### src/hdl/x25519_pkg.sv
package x25519_pkg;

    localparam int FIELD_W = 255;
    localparam int PROD_W  = 2 * FIELD_W;

    typedef logic [FIELD_W-1:0] felem_t;

    // p = 2^255 - 19
    localparam felem_t PRIME = {{(FIELD_W - 5){1'b1}}, 5'b01101};

    // 2^255 folds back as 19
    localparam logic [4:0] FOLD_C = 5'd19;

    // (486662 + 2) / 4
    localparam felem_t A24 = FIELD_W'(121666);

    typedef struct packed {
        felem_t hi;
        felem_t lo;
    } prod_hl_t;

    // Full product, flat or split at bit 255
    typedef union packed {
        logic [PROD_W-1:0] flat;
        prod_hl_t          hl;
    } prod_u;

endpackage

### src/hdl/field_if.sv


// ============================================================
// Reducer
// ============================================================
interface red_if;
    logic               start;
    x25519_pkg::prod_u  value;
    x25519_pkg::felem_t result;
    logic               done;

    modport ctrl (output start, value, input result, done);
    modport target (input start, value, output result, done);
endinterface


### src/hdl/field_reduce.sv
`timescale 1ns/1ps

module field_reduce (
    input logic   clk,
    input logic   reset,
    red_if.target red
);

    localparam int FIELD_W = x25519_pkg::FIELD_W;
    localparam int PROD_W  = x25519_pkg::PROD_W;

    x25519_pkg::prod_u  v;
    x25519_pkg::prod_u  fold;
    x25519_pkg::felem_t reduced;
    logic               active;
    logic               last;

    // lo + 19*hi, at most three passes from a full product
    assign fold.flat = {{FIELD_W{1'b0}}, v.hl.lo}
                     + PROD_W'(v.hl.hi) * PROD_W'(x25519_pkg::FOLD_C);

    // Nothing left above bit 255 after this pass
    assign last = (fold.hl.hi == '0);

    // Below 2^255 here, so one subtraction is enough
    assign reduced = (fold.hl.lo >= x25519_pkg::PRIME) ?
                     fold.hl.lo - x25519_pkg::PRIME : fold.hl.lo;

    always_ff @(posedge clk) begin
        if (reset) begin
            active   <= 1'b0;
            red.done <= 1'b0;
        end else begin
            red.done <= 1'b0;
            if (red.start) begin
                active <= 1'b1;
            end else if (active && last) begin
                active   <= 1'b0;
                red.done <= 1'b1;
            end
        end
    end

    always_ff @(posedge clk) begin
        if (red.start) begin
            v <= red.value;
        end else if (active) begin
            v <= fold;
            if (last) begin
                red.result <= reduced;
            end
        end
    end

endmodule

### src/flat_wrapper.sv
// flat-port wrapper written by rule: the top's interface ports become plain ports
module field_reduce_flat 
  (clk, reset, red_start, red_value, red_result, red_done);
  red_if red_i ();
  input logic clk;
  input logic reset;
  input wire logic [$bits(red_i.start)-1:0] red_start;
  input wire logic [$bits(red_i.value)-1:0] red_value;
  output wire logic [$bits(red_i.result)-1:0] red_result;
  output wire logic [$bits(red_i.done)-1:0] red_done;
  assign red_i.start = red_start;
  assign red_i.value = red_value;
  assign red_result = red_i.result;
  assign red_done = red_i.done;
  field_reduce u_core (.clk(clk), .reset(reset), .red(red_i));
endmodule
### config.mk
export PLATFORM = sky130hd
export DESIGN_NAME = field_reduce_flat
export DESIGN_NICKNAME = d
export VERILOG_FILES = /design/src/hdl/x25519_pkg.sv /design/src/hdl/field_if.sv /design/src/hdl/field_reduce.sv /design/src/flat_wrapper.sv
export SDC_FILE = /design/constraint.sdc
export NUM_CORES = 2
export LEC_CHECK = 0
export BUFFER_PORTS_ARGS = -buffer_cell sky130_fd_sc_hd__buf_2
export CAP_MARGIN = 20
export CORE_MARGIN = 2
export CORE_UTILIZATION = 35
export CTS_CLUSTER_SIZE = 30
export DETAILED_ROUTE_END_ITERATION = 8
export GPL_TIMING_DRIVEN = 0
export SKIP_LAST_GASP = 1
export SYNTH_ARGS = -nofsm -noshare
export SYNTH_HDL_FRONTEND = slang
export SYNTH_SLANG_ARGS = --single-unit
### constraint.sdc
create_clock -name clk -period 67.7 [get_ports clk]
set_clock_uncertainty 0.15 [all_clocks]
set_input_delay 0 -clock clk [delete_from_list [all_inputs] [get_ports clk]]
set_output_delay 0 -clock clk [all_outputs]
set_load 0.005 [all_outputs]
# Word level (Yosys, flattened, before mapping)
# Index checks and enable logic that the tools add are counted.
dict set report word_totals {
  reg_bits 767
  output_inout_bits 256
  input_bits 513
  elab_cells 21
}
dict set report classes {
  n_reduce_logical 6
  add_sub_neg 2
  n_lt_le_gt_ge 1
  multipliers 1
  bitwise_logic 1
  muxes 6
}
# cell n
set op_table {}
lappend op_table {{two-way mux 510 bit} 2}
lappend op_table {{adder 255 x 260 -> 261 bit} 1}
lappend op_table {{multiplier 255 x 5 -> 260 bit (second input constant)} 1}
lappend op_table {{>= comparator 255 bit (second input constant)} 1}
lappend op_table {{zero test 255 bit} 1}
lappend op_table {{two-way mux 255 bit} 1}
lappend op_table {{subtractor 255 bit (second input constant)} 1}
lappend op_table {{nonzero test 2 bit} 2}
lappend op_table {{two-way mux 1 bit} 3}
lappend op_table {{AND reduction 3 bit} 1}
lappend op_table {{OR reduction 2 bit} 1}
lappend op_table {{logical AND 1 bit} 1}
lappend op_table {{NOT 1 bit} 1}

# Depth between registers and ports, before layout
dict set report depth {
  ltp_word 6
  mapped_depth 28
  depth_no_buf 24
}

# Worst setup path before layout
# No wires, ideal clock.
dict set report synth_path {
  path_type {register -> register}
  from {register u_core.v[358] in the netlist's numbering}
  to {register u_core.red.result[0], enable pin}
  period_less_slack_ns 32.783
  setup_ns 1.590
  arrival_time_ns 31.043
  stages_incl_launch_ff 24
  setup_slack_ns 34.917
  required_ns 65.960
  path_buffers 1
  path_cell_list {edfxtp_1 inv_1 fa_1 inv_1 ha_1 inv_1 fa_1 inv_1 ha_1 buf_2 nand4_1 or4_1 o21ai_0 a221o_1 a41o_1 a21oi_1 o311a_1 o41ai_1 a21oi_1 o21bai_1 a21oi_1 o21bai_1 xnor2_1 nor4b_1}
}
dict set report synth_between {
  elab_chain_cells 4
}
# element line
set synth_rtl {}
lappend synth_rtl {{from (decl)} field_reduce.sv:12} ;# x25519_pkg::prod_u v;
lappend synth_rtl {{from (signal assigned)} field_reduce.sv:46} ;# v <= red.value;
lappend synth_rtl {{from (signal assigned)} field_reduce.sv:48} ;# v <= fold;
lappend synth_rtl {{multiplier 255 x 5 -> 260 bit} field_reduce.sv:20} ;# + PROD_W'(v.hl.hi) * PROD_W'(x25519_pkg::FOLD_C);
lappend synth_rtl {{adder 255 x 260 -> 261 bit} field_reduce.sv:20}
lappend synth_rtl {{zero test 255 bit} field_reduce.sv:23} ;# assign last = (fold.hl.hi == '0);
lappend synth_rtl {{AND reduction 3 bit (no line)} -}
lappend synth_rtl {{to (signal assigned)} field_reduce.sv:50} ;# red.result <= reduced;
lappend synth_rtl {{to (decl)} field_if.sv:13} ;# modport target (input start, value, output result, done);
# Every way passes these cells.
# A chain may end at the register's enable or synchronous reset.

# Worst setup path in the final report
dict set report layout_path {
  from {register u_core.v[364] in the netlist's numbering}
  to {register u_core.red.result[232] (data pin)}
}
dict set report layout_between {
  elab_chain_cells 4
  elab_cells_between_ends 5
  cone_classes {add/sub: 2; mul: 1; order compare: 1; mux: 1}
}
# element line
set layout_rtl {}
lappend layout_rtl {{multiplier 255 x 5 -> 260 bit (*)} field_reduce.sv:20}
lappend layout_rtl {{adder 255 x 260 -> 261 bit (*)} field_reduce.sv:20}
lappend layout_rtl {{subtractor 255 bit or >= comparator 255 bit (tied branches)} {field_reduce.sv:27, field_reduce.sv:26}}
lappend layout_rtl {{two-way mux 255 bit (*)} field_reduce.sv:26} ;# assign reduced = (fold.hl.lo >= x25519_pkg::PRIME) ?
lappend layout_rtl {{named net u_core.reduced[232]} field_reduce.sv:14} ;# x25519_pkg::felem_t reduced;
# The timed path passes the listed nets; every way through them passes the cells marked *.

==> metrics.md <==
| Metric | Value |
|---|---|
| Ports | 769 |
| Final Cycle Share | 17.79% |
| Finished Layout Cells | 12980 |
| Final hold violations | 0 |
| Die Y-Extent | 455.6 um |
| Slew margin rel. | 10.63% |
| GR Overflow Total | 0 |
| Ys flop type | edfxtp_1 |
| Starting Density | 35.24% |
| Gpl congestion | 1.075 |
| Synth Cell Area | 71380 um^2 |
| Syn avg cell area | 8.630 um^2 |
| Hold depth | 4 |
| FF-to-FF Start | u_core.v[364]$_SDFFCE_PN0P_ |
| Bufs on Longest Clock Path | 3 |
| Post-CTS sizing | 0 |
| Initial antenna violation count | 41 |
| Max Cap Viol | 0 |
| Core Area | 202500 um^2 |
| Crit-path max cell delay | 1.05 ns |
| Final net count | 11760 |
| Layout Area Growth over Synthesis | 29.43% |
| CTS tree | yes |
| Setup TNS | 0 ns |
| Final HPWL DP | 300000 um |
| Post-synth ARST share | 0% |
| Clk slew on worst S/H paths | 0.07 ns |
| Yosys cell types | 83 |
| FF-to-FF setup slack | 55.66 ns |
| CP Capture Type | flip-flop |
| Post-Place Setup Slack | 55.75 ns |
| Min-delay src | red_value[5] |
| Residual DRC | 0 |
| Seq cells post-synth | 767 |
| Hold crit path type | in2reg |
| Post-Syn Nets | 9806 |
| Worst skew pair latency | 0.80 ns |
| CTS buffer count | 85 |
| Htree depth | 3 |
| Post-layout util | 45.62% |
| Final WL | 362400 um |
| Max Slew Vio Count | 0 |
| Clock period minus worst slack | 12.04 ns |
| Ys Warns | 0 |
| Wire length per cell | 27.93 um |
| CTS Sinks | 767 |
| First-pass GRT wire length | 510800 um |
| Fmax achieved | 0.08304 GHz |
| I/O Buffers | 767 |
| Most frequent CP cell | inv_1 |
| Outcome | complete, no violations |
| # Post-CTS Setup Buffers | 0 |
| Clk root buf | clkbuf_16 |
| Hold Path End | u_core.v[5]$_DFFE_PP_ |
| Iter 0 DRT Violations | 6872 |
| RSZ-0062 raised after global routing | false |
| Crit-path max FO | 10 |
| R2R depth | 28 |
| Setup violations, final | 0 |
| R2r endpoint | u_core.red.result[232]$_DFFE_PP_ |
| Die area | 207600 um^2 |
| Max stage delay cell, worst path | nor4_1 |
| Cell row count | 165 |
| Routed Antenna Nets | 0 |
| Pin count of the biggest net entering global routing | 128 |
| Kind of critical path | reg2reg |
| DRT Pass-1 Iters | 8 |
| Die width | 455.6 um |
| Vias | 70440 |
| Slew @ Worst Pin | 1.340 ns |
| Post-synth EDFFs | 765 |
| Vias/cell | 5.427 |
| Share of cells above drive strength 1 | 11.53% |
| GRT Overall Usage | 34.13% |
| Critical path required time | 67.98 ns |
| Cells after Synth | 8271 |
| Vias in the first global route | 70690 |
| Post-synthesis sequential area ratio | 32.24% |
| Worst Path Arrival | 12.33 ns |
| Type of origin of the critical path | flip-flop |
| Final setup margin | 55.66 ns |
| Placed Cells | 11830 |
[worst max-delay path: cells and delay by family, from the launching register on]
family,cells,cell delay [ns]
compound gates,4,2.01
flops,1,0.38
fa+ha+maj,4,1.55
buf+inv,8,1.43
simple gates,11,5.68
xor+xnor,1,0.41
[Yosys cell counts, types with 102 or more instances]
cell type | count | area share [%]
a21oi_1 | 573 | 4.0
nor3_1 | 102 | 0.72
xnor2_1 | 125 | 1.5
ha_1 | 516 | 9.0
edfxtp_1 | 765 | 32
fa_1 | 506 | 14
nor2_1 | 693 | 3.6
and2_1 | 266 | 2.3
xor2_1 | 111 | 1.4
nand3_1 | 115 | 0.81
clkbuf_1 | 221 | 1.2
o21ai_0 | 599 | 4.2
nand2_1 | 748 | 3.9
nand4_1 | 221 | 1.9
inv_1 | 1790 | 9.4
[layout by cell type (no fill, tap or decap), types with 233 or more instances in the layout]
master,Yosys,layout
and2_1,266,266
fa_1,506,506
a21oi_1,573,572
o21ai_0,599,597
ha_1,516,516
edfxtp_1,765,765
nor2_1,693,693
dlygate4sd3_1,0,975
buf_2,73,857
inv_1,1790,1789
clkbuf_1,221,233
nand2_1,748,748
[flip-flops by register name, summed over array words and instances (netlist names)]
signal	flops
u_core.active	1
u_core.red.done	1
u_core.red.result	255
u_core.v	510
[metal layers]
metal | GRT usage (%) | part of all wire, %
met5 | 0 | 0.036
met2 | 54.41 | 45
met3 | 5.131 | 6.6
met1 | 46.01 | 43
met4 | 14.86 | 5.1
[cell type report]
type                       count  area [um^2]
inverter                    1790         6726
fill                       19300       110100
timing repair buffer        1864        14720
multi-input combinational   5406        40460
sequential                   767        23010
tap                         2672         3343
clock buffer                 108         2287
buffer                       308         1339
clock inverter                44        446.7
antenna                       19        47.55
[cells by family (layout without fill, tap and decap cells)]
family / count (synthesis) / in the layout / share of synthesized area (%)
XOR/XNOR: 236 / 236 / 2.896
other: 0 / 19 / 0
flip-flops: 767 / 767 / 32.24
AND/OR/NAND/NOR: 2411 / 2411 / 15.91
multiplexers: 19 / 19 / 0.2927
buffers and inverters: 2098 / 4114 / 11.28
adder cells (fa/ha/maj): 1022 / 1022 / 23.24
AO/OA/AOI/OAI: 1718 / 1718 / 14.15
[metrics by stage]
stage,instance area [um^2],hold WS (ns)
floorplan,71380,-0.07839
CTS,92300,0.001185
global route,92360,0.05063
finish,92380,0.03072
detailed placement,79810,0.05521
global placement,78560,0.03791
[timing repair]
action	CTS	global route
hold buffers	975	0
endpoints found under the setup margin	0	0
hold endpoints to repair	512	0
[worst max-delay path by stage]
| stage | to | start | depth (start not counted) | slack [ns] |
|---|---|---|---|---|
| floorplan | u_core.red.result[0]$_DFFE_PP_ | u_core.v[358]$_SDFFCE_PN0P_ | 23 | 34.92 |
| global placement | u_core.red.result[101]$_DFFE_PP_ | u_core.v[348]$_SDFFCE_PN0P_ | 21 | 15.82 |
| detailed placement | u_core.red.result[232]$_DFFE_PP_ | u_core.v[348]$_SDFFCE_PN0P_ | 27 | 55.75 |
| CTS | u_core.red.result[232]$_DFFE_PP_ | u_core.v[348]$_SDFFCE_PN0P_ | 27 | 55.67 |
| global route | u_core.red.result[232]$_DFFE_PP_ | u_core.v[348]$_SDFFCE_PN0P_ | 27 | 55.57 |
| finish | u_core.red.result[232]$_DFFE_PP_ | u_core.v[364]$_SDFFCE_PN0P_ | 28 | 55.66 |
Power is left out: the tool's default activity adds up to more than one toggle a clock period on the data nets, which glitch-free logic cannot reach.
